--- src/exe_pkg.sv ---
`default_nettype none

package exe_pkg;

    // ========================================
    // widths
    // ========================================
    localparam int XLEN      = 32;             // datapath width
    localparam int REG_IDX_W = 5;              // x0..x31
    localparam int NUM_REGS  = 2**REG_IDX_W;
    localparam int OP_W      = 5;              // alu opcode width
    localparam int RES_W     = 2;              // write-back select width

    // alu opcodes, branch compares live in the upper group
    typedef enum logic [OP_W-1:0] {
        OP_ADD, OP_SUB, OP_AND, OP_OR, OP_XOR,
        OP_SLL, OP_SRL, OP_SRA, OP_SLT, OP_SLTU,
        OP_BEQ, OP_BNE, OP_BLT, OP_BGE, OP_BLTU, OP_BGEU
    } alu_op_e;

    // write-back value source
    typedef enum logic [RES_W-1:0] {
        RES_ALU,
        RES_IMM,   // lui style
        RES_PC4    // link value for jal/jalr
    } res_src_e;

    // ========================================
    // stage bundles
    // ========================================
    typedef struct packed {
        logic                 valid;
        alu_op_e              op;
        logic [REG_IDX_W-1:0] rs1_idx;
        logic [REG_IDX_W-1:0] rs2_idx;
        logic [XLEN-1:0]      imm;         // already sign extended
        logic                 use_imm;     // operand b = imm
        logic [XLEN-1:0]      pc_plus4;
        logic                 is_branch;
        logic                 is_jalr;
        logic                 pred_taken;  // static predictor decision
        logic [XLEN-1:0]      target_pc;   // branch target
        res_src_e             res_src;
        logic [REG_IDX_W-1:0] rd_idx;
        logic                 reg_we;
        logic                 illegal;
    } dec_t;

    // same control as dec_t, register indices replaced by operand values
    typedef struct packed {
        logic                 valid;
        alu_op_e              op;
        logic [XLEN-1:0]      rs1_val;
        logic [XLEN-1:0]      rs2_val;
        logic [XLEN-1:0]      imm;
        logic                 use_imm;
        logic [XLEN-1:0]      pc_plus4;
        logic                 is_branch;
        logic                 is_jalr;
        logic                 pred_taken;
        logic [XLEN-1:0]      target_pc;
        res_src_e             res_src;
        logic [REG_IDX_W-1:0] rd_idx;
        logic                 reg_we;
        logic                 illegal;
    } iss_t;

    typedef struct packed {
        logic                 valid;
        logic [XLEN-1:0]      alu_res;
        logic [XLEN-1:0]      imm;
        logic [XLEN-1:0]      pc_plus4;
        res_src_e             res_src;
        logic [REG_IDX_W-1:0] rd_idx;
        logic                 reg_we;
        logic                 illegal;
    } wbk_t;

    typedef struct packed {
        logic                 valid;
        logic [REG_IDX_W-1:0] rd_idx;
        logic [XLEN-1:0]      data;
        logic                 written;     // register file actually updated
        logic                 illegal;
    } retire_t;

    // write-back mux, shared by the execute bypass and the wb stage
    function automatic logic [XLEN-1:0] result_sel(
        input res_src_e        src,
        input logic [XLEN-1:0] alu_res,
        input logic [XLEN-1:0] imm,
        input logic [XLEN-1:0] pc_plus4
    );
        case (src)
            RES_IMM: return imm;
            RES_PC4: return pc_plus4;
            default: return alu_res;
        endcase
    endfunction

endpackage

`default_nettype wire
--- src/exe_pipe_top.sv ---
`timescale 1ns/1ps
`default_nettype none

module exe_pipe_top (
    input  logic                     clk,
    input  logic                     rst_n_i,
    input  logic                     stall_i,
    input  exe_pkg::dec_t            dec_i,
    output logic                     redirect_o,
    output logic [exe_pkg::XLEN-1:0] redirect_pc_o,
    output exe_pkg::retire_t         retire_o
);

    import exe_pkg::*;

    // register file ports
    logic [REG_IDX_W-1:0] rf_raddr_a;
    logic [REG_IDX_W-1:0] rf_raddr_b;
    logic [XLEN-1:0]      rf_rdata_a;
    logic [XLEN-1:0]      rf_rdata_b;
    logic                 rf_we;
    logic [REG_IDX_W-1:0] rf_waddr;
    logic [XLEN-1:0]      rf_wdata;

    // stage to stage
    iss_t                 iss;
    wbk_t                 wbk;
    logic [XLEN-1:0]      byp_ex;
    logic [REG_IDX_W-1:0] byp_ex_rd;
    logic                 byp_ex_we;
    logic                 flush;

    regfile u_regfile (
        .clk       ( clk        ),
        .rst_n_i   ( rst_n_i    ),
        .raddr_a_i ( rf_raddr_a ),
        .raddr_b_i ( rf_raddr_b ),
        .rdata_a_o ( rf_rdata_a ),
        .rdata_b_o ( rf_rdata_b ),
        .we_i      ( rf_we      ),
        .waddr_i   ( rf_waddr   ),
        .wdata_i   ( rf_wdata   )
    );

    issue_stage u_issue (
        .clk          ( clk        ),
        .rst_n_i      ( rst_n_i    ),
        .stall_i      ( stall_i    ),
        .flush_i      ( flush      ),
        .dec_i        ( dec_i      ),
        .rf_raddr_a_o ( rf_raddr_a ),
        .rf_raddr_b_o ( rf_raddr_b ),
        .rf_rdata_a_i ( rf_rdata_a ),
        .rf_rdata_b_i ( rf_rdata_b ),
        .byp_ex_i     ( byp_ex     ),
        .byp_ex_rd_i  ( byp_ex_rd  ),
        .byp_ex_we_i  ( byp_ex_we  ),
        .byp_wb_i     ( rf_wdata   ),   // wb value doubles as second bypass
        .byp_wb_rd_i  ( rf_waddr   ),
        .byp_wb_we_i  ( rf_we      ),
        .iss_o        ( iss        )
    );

    exe_stage u_exe (
        .clk           ( clk           ),
        .rst_n_i       ( rst_n_i       ),
        .stall_i       ( stall_i       ),
        .iss_i         ( iss           ),
        .byp_o         ( byp_ex        ),
        .byp_rd_o      ( byp_ex_rd     ),
        .byp_we_o      ( byp_ex_we     ),
        .flush_o       ( flush         ),
        .redirect_o    ( redirect_o    ),
        .redirect_pc_o ( redirect_pc_o ),
        .wbk_o         ( wbk           )
    );

    wb_stage u_wb (
        .wbk_i      ( wbk      ),
        .rf_we_o    ( rf_we    ),
        .rf_waddr_o ( rf_waddr ),
        .rf_wdata_o ( rf_wdata ),
        .retire_o   ( retire_o )
    );

endmodule

`default_nettype wire

--- src/wb_stage.sv ---
`timescale 1ns/1ps
`default_nettype none

module wb_stage (
    input  exe_pkg::wbk_t                 wbk_i,
    output logic                          rf_we_o,
    output logic [exe_pkg::REG_IDX_W-1:0] rf_waddr_o,
    output logic [exe_pkg::XLEN-1:0]      rf_wdata_o,
    output exe_pkg::retire_t              retire_o
);

    import exe_pkg::*;

    logic [XLEN-1:0] wb_data;

    assign wb_data = result_sel(wbk_i.res_src, wbk_i.alu_res, wbk_i.imm, wbk_i.pc_plus4);

    // illegal and x0 flow through but never write
    assign rf_we_o    = wbk_i.valid & wbk_i.reg_we & ~wbk_i.illegal & (wbk_i.rd_idx != '0);
    assign rf_waddr_o = wbk_i.rd_idx;
    assign rf_wdata_o = wb_data;

    // retire report, one per instruction
    always_comb begin
        retire_o.valid   = wbk_i.valid;
        retire_o.rd_idx  = wbk_i.rd_idx;
        retire_o.data    = wb_data;
        retire_o.written = rf_we_o;
        retire_o.illegal = wbk_i.illegal;
    end

endmodule

`default_nettype wire

--- src/exe_stage.sv ---
`timescale 1ns/1ps
`default_nettype none

module exe_stage (
    input  logic                          clk,
    input  logic                          rst_n_i,
    input  logic                          stall_i,
    input  exe_pkg::iss_t                 iss_i,
    // execute bypass to issue
    output logic [exe_pkg::XLEN-1:0]      byp_o,
    output logic [exe_pkg::REG_IDX_W-1:0] byp_rd_o,
    output logic                          byp_we_o,
    output logic                          flush_o,
    // fetch side
    output logic                          redirect_o,
    output logic [exe_pkg::XLEN-1:0]      redirect_pc_o,
    output exe_pkg::wbk_t                 wbk_o
);

    import exe_pkg::*;

    logic [XLEN-1:0] opnd_b;
    logic [XLEN-1:0] alu_res;
    logic            alu_taken;
    logic            redirect_now;       // from the current issue slot
    logic [XLEN-1:0] redirect_pc_now;
    logic            redirect_q;         // replayed while stalled
    logic [XLEN-1:0] redirect_pc_q;
    wbk_t            wbk_q;

    assign opnd_b = iss_i.use_imm ? iss_i.imm : iss_i.rs2_val;

    alu u_alu (
        .op_i    ( iss_i.op      ),
        .a_i     ( iss_i.rs1_val ),
        .b_i     ( opnd_b        ),
        .res_o   ( alu_res       ),
        .taken_o ( alu_taken     )
    );

    // bypass carries the final value, imm and link included
    assign byp_o    = result_sel(iss_i.res_src, alu_res, iss_i.imm, iss_i.pc_plus4);
    assign byp_rd_o = iss_i.rd_idx;
    assign byp_we_o = iss_i.valid & iss_i.reg_we & ~iss_i.illegal;

    // ========================================
    // branch / jalr resolution
    // ========================================
    always_comb begin
        redirect_now    = 1'b0;
        redirect_pc_now = iss_i.pc_plus4;
        if (iss_i.valid) begin
            if (iss_i.is_jalr) begin
                redirect_now    = ~iss_i.pred_taken;               // predictor can't know rs1
                redirect_pc_now = {alu_res[XLEN-1:1], 1'b0};       // (rs1+imm) & ~1
            end else if (iss_i.is_branch) begin
                redirect_now    = iss_i.pred_taken ^ alu_taken;
                redirect_pc_now = alu_taken ? iss_i.target_pc : iss_i.pc_plus4;
            end
        end
    end

    assign redirect_o    = stall_i ? redirect_q    : redirect_now;
    assign redirect_pc_o = stall_i ? redirect_pc_q : redirect_pc_now;
    assign flush_o       = redirect_o;   // issue gives stall priority

    // EX/WB register plus redirect pair, all frozen by stall
    always_ff @(posedge clk or negedge rst_n_i) begin
        if (!rst_n_i) begin
            wbk_q         <= '0;
            redirect_q    <= 1'b0;
            redirect_pc_q <= '0;
        end else if (!stall_i) begin
            wbk_q.valid    <= iss_i.valid;
            wbk_q.alu_res  <= alu_res;
            wbk_q.imm      <= iss_i.imm;
            wbk_q.pc_plus4 <= iss_i.pc_plus4;
            wbk_q.res_src  <= iss_i.res_src;
            wbk_q.rd_idx   <= iss_i.rd_idx;
            wbk_q.reg_we   <= iss_i.reg_we;
            wbk_q.illegal  <= iss_i.illegal;
            redirect_q     <= redirect_now;
            redirect_pc_q  <= redirect_pc_now;
        end
    end

    // held entry must not retire twice
    always_comb begin
        wbk_o       = wbk_q;
        wbk_o.valid = wbk_q.valid & ~stall_i;
    end

    a_redirect_needs_valid : assert property (
        @(posedge clk) disable iff (!rst_n_i)
        (!iss_i.valid && !stall_i) |-> !redirect_o
    ) else $error("exe: redirect with empty issue slot");

    // the younger instruction behind a redirect is squashed in issue
    a_flush_bubble : assert property (
        @(posedge clk) disable iff (!rst_n_i)
        (redirect_o && !stall_i) |=> !iss_i.valid
    ) else $error("exe: wrong-path instruction reached execute");

endmodule

`default_nettype wire

--- src/issue_stage.sv ---
`timescale 1ns/1ps
`default_nettype none

module issue_stage (
    input  logic                          clk,
    input  logic                          rst_n_i,
    input  logic                          stall_i,
    input  logic                          flush_i,
    input  exe_pkg::dec_t                 dec_i,
    // register file read side
    output logic [exe_pkg::REG_IDX_W-1:0] rf_raddr_a_o,
    output logic [exe_pkg::REG_IDX_W-1:0] rf_raddr_b_o,
    input  logic [exe_pkg::XLEN-1:0]      rf_rdata_a_i,
    input  logic [exe_pkg::XLEN-1:0]      rf_rdata_b_i,
    // forwarding sources
    input  logic [exe_pkg::XLEN-1:0]      byp_ex_i,
    input  logic [exe_pkg::REG_IDX_W-1:0] byp_ex_rd_i,
    input  logic                          byp_ex_we_i,
    input  logic [exe_pkg::XLEN-1:0]      byp_wb_i,
    input  logic [exe_pkg::REG_IDX_W-1:0] byp_wb_rd_i,
    input  logic                          byp_wb_we_i,
    output exe_pkg::iss_t                 iss_o
);

    import exe_pkg::*;

    iss_t iss_d;
    iss_t iss_q;

    // youngest producer wins, x0 always zero
    function automatic logic [XLEN-1:0] fwd_operand(
        input logic [REG_IDX_W-1:0] idx,
        input logic [XLEN-1:0]      rf_val
    );
        if (idx == '0) begin
            return '0;
        end else if (byp_ex_we_i && (byp_ex_rd_i == idx)) begin
            return byp_ex_i;      // instruction one ahead
        end else if (byp_wb_we_i && (byp_wb_rd_i == idx)) begin
            return byp_wb_i;      // two ahead, not yet in the array
        end
        return rf_val;
    endfunction

    assign rf_raddr_a_o = dec_i.rs1_idx;
    assign rf_raddr_b_o = dec_i.rs2_idx;

    // ========================================
    // operand resolve
    // ========================================
    always_comb begin
        iss_d.valid      = dec_i.valid;
        iss_d.op         = dec_i.op;
        iss_d.rs1_val    = fwd_operand(dec_i.rs1_idx, rf_rdata_a_i);
        iss_d.rs2_val    = fwd_operand(dec_i.rs2_idx, rf_rdata_b_i);
        iss_d.imm        = dec_i.imm;
        iss_d.use_imm    = dec_i.use_imm;
        iss_d.pc_plus4   = dec_i.pc_plus4;
        iss_d.is_branch  = dec_i.is_branch;
        iss_d.is_jalr    = dec_i.is_jalr;
        iss_d.pred_taken = dec_i.pred_taken;
        iss_d.target_pc  = dec_i.target_pc;
        iss_d.res_src    = dec_i.res_src;
        iss_d.rd_idx     = dec_i.rd_idx;
        iss_d.reg_we     = dec_i.reg_we;
        iss_d.illegal    = dec_i.illegal;
    end

    // ID/EX register, stall beats flush
    always_ff @(posedge clk or negedge rst_n_i) begin
        if (!rst_n_i) begin
            iss_q <= '0;
        end else if (!stall_i) begin
            if (flush_i) begin
                iss_q <= '0;      // wrong-path slot becomes a bubble
            end else begin
                iss_q <= iss_d;
            end
        end
    end

    assign iss_o = iss_q;

endmodule

`default_nettype wire

--- src/alu.sv ---
`timescale 1ns/1ps
`default_nettype none

module alu (
    input  exe_pkg::alu_op_e          op_i,
    input  logic [exe_pkg::XLEN-1:0]  a_i,
    input  logic [exe_pkg::XLEN-1:0]  b_i,
    output logic [exe_pkg::XLEN-1:0]  res_o,
    output logic                      taken_o   // branch condition met
);

    import exe_pkg::*;

    logic [4:0] shamt;
    logic       eq;
    logic       lt_s;
    logic       lt_u;
    logic       is_branch_op;

    assign shamt = b_i[4:0];                    // rv32 uses low five bits
    assign eq    = (a_i == b_i);
    assign lt_s  = ($signed(a_i) < $signed(b_i));
    assign lt_u  = (a_i < b_i);

    assign is_branch_op = op_i inside {OP_BEQ, OP_BNE, OP_BLT, OP_BGE, OP_BLTU, OP_BGEU};

    // ========================================
    // result and branch flag
    // ========================================
    always_comb begin
        res_o   = '0;       // branch codes leave zero here
        taken_o = 1'b0;
        case (op_i)
            OP_ADD:  res_o = a_i + b_i;
            OP_SUB:  res_o = a_i - b_i;
            OP_AND:  res_o = a_i & b_i;
            OP_OR:   res_o = a_i | b_i;
            OP_XOR:  res_o = a_i ^ b_i;
            OP_SLL:  res_o = a_i << shamt;
            OP_SRL:  res_o = a_i >> shamt;
            OP_SRA:  res_o = $signed(a_i) >>> shamt;    // sign fill
            OP_SLT:  res_o = {{(XLEN-1){1'b0}}, lt_s};
            OP_SLTU: res_o = {{(XLEN-1){1'b0}}, lt_u};
            OP_BEQ:  taken_o = eq;
            OP_BNE:  taken_o = ~eq;
            OP_BLT:  taken_o = lt_s;
            OP_BGE:  taken_o = ~lt_s;
            OP_BLTU: taken_o = lt_u;
            OP_BGEU: taken_o = ~lt_u;
            default: res_o = '0;
        endcase
    end

    // no clock in here, so a deferred check once the inputs settle
    always_comb begin
        a_taken_only_branch : assert final (is_branch_op || !taken_o)
            else $error("alu: taken_o high for op %s", op_i.name());
    end

endmodule

`default_nettype wire

--- src/regfile.sv ---
`timescale 1ns/1ps
`default_nettype none

module regfile (
    input  logic                          clk,
    input  logic                          rst_n_i,
    input  logic [exe_pkg::REG_IDX_W-1:0] raddr_a_i,
    input  logic [exe_pkg::REG_IDX_W-1:0] raddr_b_i,
    output logic [exe_pkg::XLEN-1:0]      rdata_a_o,
    output logic [exe_pkg::XLEN-1:0]      rdata_b_o,
    input  logic                          we_i,
    input  logic [exe_pkg::REG_IDX_W-1:0] waddr_i,
    input  logic [exe_pkg::XLEN-1:0]      wdata_i
);

    import exe_pkg::*;

    logic [XLEN-1:0] regs_q [NUM_REGS];   // x0 is never written

    always_ff @(posedge clk or negedge rst_n_i) begin
        if (!rst_n_i) begin
            for (int i = 0; i < NUM_REGS; i++) begin
                regs_q[i] <= '0;
            end
        end else if (we_i && (waddr_i != '0)) begin
            regs_q[waddr_i] <= wdata_i;
        end
    end

    // async read, same-cycle write is covered by wb forwarding
    assign rdata_a_o = regs_q[raddr_a_i];
    assign rdata_b_o = regs_q[raddr_b_i];

    // wb stage must already have dropped rd=0 writes
    a_no_x0_write : assert property (
        @(posedge clk) disable iff (!rst_n_i)
        !(we_i && (waddr_i == '0))
    ) else $error("regfile: write enable with waddr 0");

endmodule

`default_nettype wire

--- config.mk ---
export PLATFORM = sky130hd
export DESIGN_NAME = exe_pipe_top
export DESIGN_NICKNAME = d
export VERILOG_FILES = /design/src/exe_pkg.sv /design/src/exe_pipe_top.sv /design/src/wb_stage.sv /design/src/exe_stage.sv /design/src/issue_stage.sv /design/src/alu.sv /design/src/regfile.sv
export SDC_FILE = /design/constraint.sdc
export NUM_CORES = 2
export LEC_CHECK = 0
export BUFFER_PORTS_ARGS = -buffer_cell sky130_fd_sc_hd__buf_2
export CAP_MARGIN = 10
export CELL_PAD_IN_SITES_DETAIL_PLACEMENT = 0
export CELL_PAD_IN_SITES_GLOBAL_PLACEMENT = 1
export CORE_MARGIN = 5
export CORE_UTILIZATION = 40
export DETAILED_ROUTE_END_ITERATION = 10
export PLACE_DENSITY_LB_ADDON = 0.1
export SYNTH_ARGS = -nofsm -noshare
export SYNTH_HDL_FRONTEND = slang
export SYNTH_SLANG_ARGS = --single-unit
--- constraint.sdc ---
create_clock -name clk -period 6 [get_ports clk]
set_input_delay 1.2 -clock clk [delete_from_list [all_inputs] [get_ports clk]]
set_output_delay 1.2 -clock clk [all_outputs]
set_load 0.01 [all_outputs]
==> impl_results.md <==
* Critical Path RT at 4800 ps
* Max Slew Vio Count at 0
* Final period util at 106%
* Clk slew on worst S/H paths at 60 ps
* Clk root buf: clkbuf_16
* Status: finished, violations left
* Die H at 448 um
* Cell Area, Placed at 82,100 um2
* Global route overflow at 0
* Critical path, cell by cell: buf_12 -> buf_12 -> mux2i_4 -> ha_4 -> or4_4 -> or4_4 -> nor4_4 -> xor2_1 -> a2bb2oi_2 -> o31ai_4 -> o21ai_4 -> buf_12 -> buf_6 -> mux2_4 -> a222oi_1 -> nand2_1 -> buf_2
* Most frequent cells in the layout: dfrtp_1 (1,341), nand2_1 (1,267), o21ai_0 (1,114), mux4_2 (662), buf_4 (395)
* Final HPWL DP at 227,000 um
* Worst Path Buf+Inv at 5
* Commonest non-fill, non-tap cell in the layout: dfrtp_1
* Worst-path fanout max at 8
* Static Leak at 38.1 nW
* Most frequent CP cell: buf_12
* Clk pwr share at 39.4%
* Max-cap violation count at 0
* Achievable Freq at 0.158 GHz
* Initial DRC Count at 6,364
* Post-synthesis register bit count at 1,342
* HP Class: reg2reg
* Layout cells sized above 1 at 25.7%
* Min Tclk post-route at 6340 ps
* Biggest area consumer among synthesized cells: dfrtp_1
* Vias in the first global route at 61,200
* Pwr dens at 286 nW/um2
* Clock Skew at 39.1 ps
* Final Power at 0.0253 W
* Avg WL per Cell at 33.2 um
* Slew Limit Headroom at 20.1%
* Clock Sinks at 1,342
* Sw Ratio at 32.6%
* Design area at 88,400 um2
* Sequential element share of the synthesized area at 43.8%
* Final WL at 328,000 um
* Layout area overhead at 15.2%
* Clock tree buffer depth at 3
* Share of the synthesized area in the top cell type at 43.8%
* Total track usage at 32.5%
* CTS tree: built
* Detail Route Antenna Nets at 0
* Yosys warning count at 0
* Crit path DAT at 5140 ps
* Crit start category: register
* Setup CP Type: reg2out
* P_sw at 0.00824 W
* Final Net Count at 7,493
* Seq pwr share at 39.6%
* Register area at 33,600 um2
* Violated checks: setup timing
* Top post-synthesis cells by area: dfrtp_1 (44%), mux4_2 (19%), o21ai_0 (7.4%)
* Number of setup violations in the final report at 32
* First-pass GRT wire length at 469,000 um
* Die area at 201,000 um2
* Dominant synthesized flop cell: dfrtp_1
* CTS HTree Levels at 4
* Area of the multi-input gates at 40,800 um2
* Synth Instances at 7,188
* Comb pwr share at 20.9%
* Clk_lat worst skew at 830 ps
* RePlAce Congestion at 1.03
* DR vias at 61,700
* Slowest-stage cell, CP: or4_4
* Final WS setup at -336 ps
* Pin count of the biggest net entering global routing at 174
* Delay-heaviest family, CP: simple AND/OR/NAND/NOR gates
* VDD IR max at 0.287 mV
* Syn Area/Cell at 10.7 um2
* RSZ-0062 raised after global routing: true
* Synthesized cell area at 76,700 um2
* Post-synth EDFFs at 0
* PortBufs at 200
* Post-CTS Hold Fix Bufs at 0
* Core area at 191,000 um2
* Final hold violation count at 0
* Power Internal at 0.0171 W
* FFs w/ async S/R, synth at 100%
* Slowest stage delay, CP at 590 ps
* Filler cells at 17,800
* Syn Nets at 7,420
* Total CTS buffers at 157
* Antenna violations before repair at 15
* Remaining DRCs at 0
* Io pins at 201
* Starting Density at 40.3%
* Chip width at 448 um
* Worst Setup End Kind: primary output
* Post-synth cell types at 90
* Row count at 160
* Vias/cell at 6.23
* Worst slew pin tran at 1200 ps
* Iteration count of the initial detailed-routing pass at 6
-- cell usage after synthesis (23+ instances only) --
| library cell | instances |
|---|---|
| inv_1 | 146 |
| buf_1 | 74 |
| nor3_1 | 60 |
| a21o_1 | 23 |
| nor2b_1 | 27 |
| a22o_1 | 140 |
| a211oi_1 | 42 |
| clkbuf_1 | 580 |
| buf_2 | 45 |
| ha_1 | 102 |
| a31oi_1 | 36 |
| nor2_1 | 246 |
| nand2_1 | 1299 |
| a22oi_1 | 74 |
| o211ai_1 | 45 |
| mux4_2 | 662 |
| o221ai_1 | 35 |
| o22ai_1 | 44 |
| buf_4 | 24 |
| a21oi_1 | 218 |
| a221o_1 | 27 |
| dfrtp_1 | 1342 |
| o21ai_0 | 1136 |
| nand3_1 | 33 |
| a221oi_1 | 35 |
| mux2i_1 | 174 |
| mux2_2 | 150 |
-- final cells by class --
cell class              count  area share [%]
diodes                      7          0.0198
multi-input cells        4973            46.1
inverters                 149           0.633
clock inverters            61           0.902
flip-flops and latches   1342            38.0
repair buffers            638            5.62
clock buffers             224            5.15
well taps                2511            3.55
-- per-stage QoR --
stage	worst slack, ps	hold WS, ps	utilization (%)	TNS (ps)	instances
after floorplan	4.41	441	-	0	7188
after global placement	251	376	43.1	0	9587
after detailed placement	211	383	43.1	0	9587
after CTS	-314	381	46.2	-7060	9891
after global routing	-423	407	46.4	-9570	9902
final	-336	391	46.4	-6460	9905
-- power by group through the flow --
stage	logic (W)	clock network [W]	registers (W)
finish	0.00530	0.00998	0.0100
global route	0.00558	0.0105	0.0101
CTS	0.00519	0.0102	0.0100
detailed placement	0.00506	0	0.0102
global placement	0.00507	0	0.0101
floorplan	0.00277	0	0.00995
-- kinds of logic (layout without fill, tap and decap cells) --
kind of cell / after synthesis / count (layout) / share of synthesized area, %
AO/OA/AOI/OAI: 2040 / 2040 / 16.1
XOR/XNOR: 32 / 32 / 0.365
other: 0 / 7 / 0
multiplexers: 987 / 987 / 23.9
buffers and inverters: 873 / 1072 / 4.47
flip-flops: 1342 / 1342 / 43.8
AND/OR/NAND/NOR: 1810 / 1810 / 9.68
adder cells (fa/ha/maj): 104 / 104 / 1.72
-- worst reg2reg max path: stages (launching register included) --
cell       delay [ps]
dfrtp_2           400
buf_12            130
buf_12            150
mux2i_4           300
ha_4              240
or4_4             590
or4_4             540
nor4_4            230
xor2_1            120
a2bb2oi_2         200
o31ai_4           110
buf_4             150
buf_6             110
o21a_1            190
a2111oi_4         340
buf_12            340
and2_0            720
buf_4             280
a32o_1            240
-- flip-flops by register name (all words and copies together), names as in the netlist --
| signal | count |
|---|---|
| u_regfile.regs_q | 1024 |
| u_exe.redirect_q | 1 |
| u_exe.wbk_o | 105 |
| u_issue.iss_o | 179 |
| u_exe.wbk_q | 1 |
| u_exe.redirect_pc_q | 32 |
-- worst paths after layout --
kind / startpoint / end / slack [ps] / depth (start not counted)
setup / recovery: u_issue.iss_o[76] / redirect_pc_o[27] / -340 / 17
hold / removal: u_regfile.regs_q[1012] / u_regfile.regs_q[1012] / 390 / 0
hold reg to reg: u_regfile.regs_q[1012] / u_regfile.regs_q[1012] / 390 / 0
min in group asynchronous: rst_n_i / u_regfile.regs_q[459] / 400 / 1
setup reg to reg: u_issue.iss_o[76] / u_issue.iss_o[148] / 510 / 18
max in group asynchronous: rst_n_i / u_regfile.regs_q[736] / 3950 / 2
-- per-layer routing --
layer | GRT usage, % | routed length (um) | share of wire (%)
met4 | 12.9 | 15200 | 4.6
met5 | 0 | 27 | 0.0082
met3 | 5.46 | 21500 | 6.6
met2 | 50.9 | 150000 | 46
met1 | 45.4 | 141000 | 43
-- what timing repair did --
| action | CTS | global route |
|---|---|---|
| gates cloned | 2 | 1 |
| resized for setup | 99 | 57 |
| setup endpoints to repair | 33 | 33 |
| buffers inserted | 19 | 6 |
| pin swaps | 26 | 4 |
Note: power is estimated with default switching activity, not from simulation.
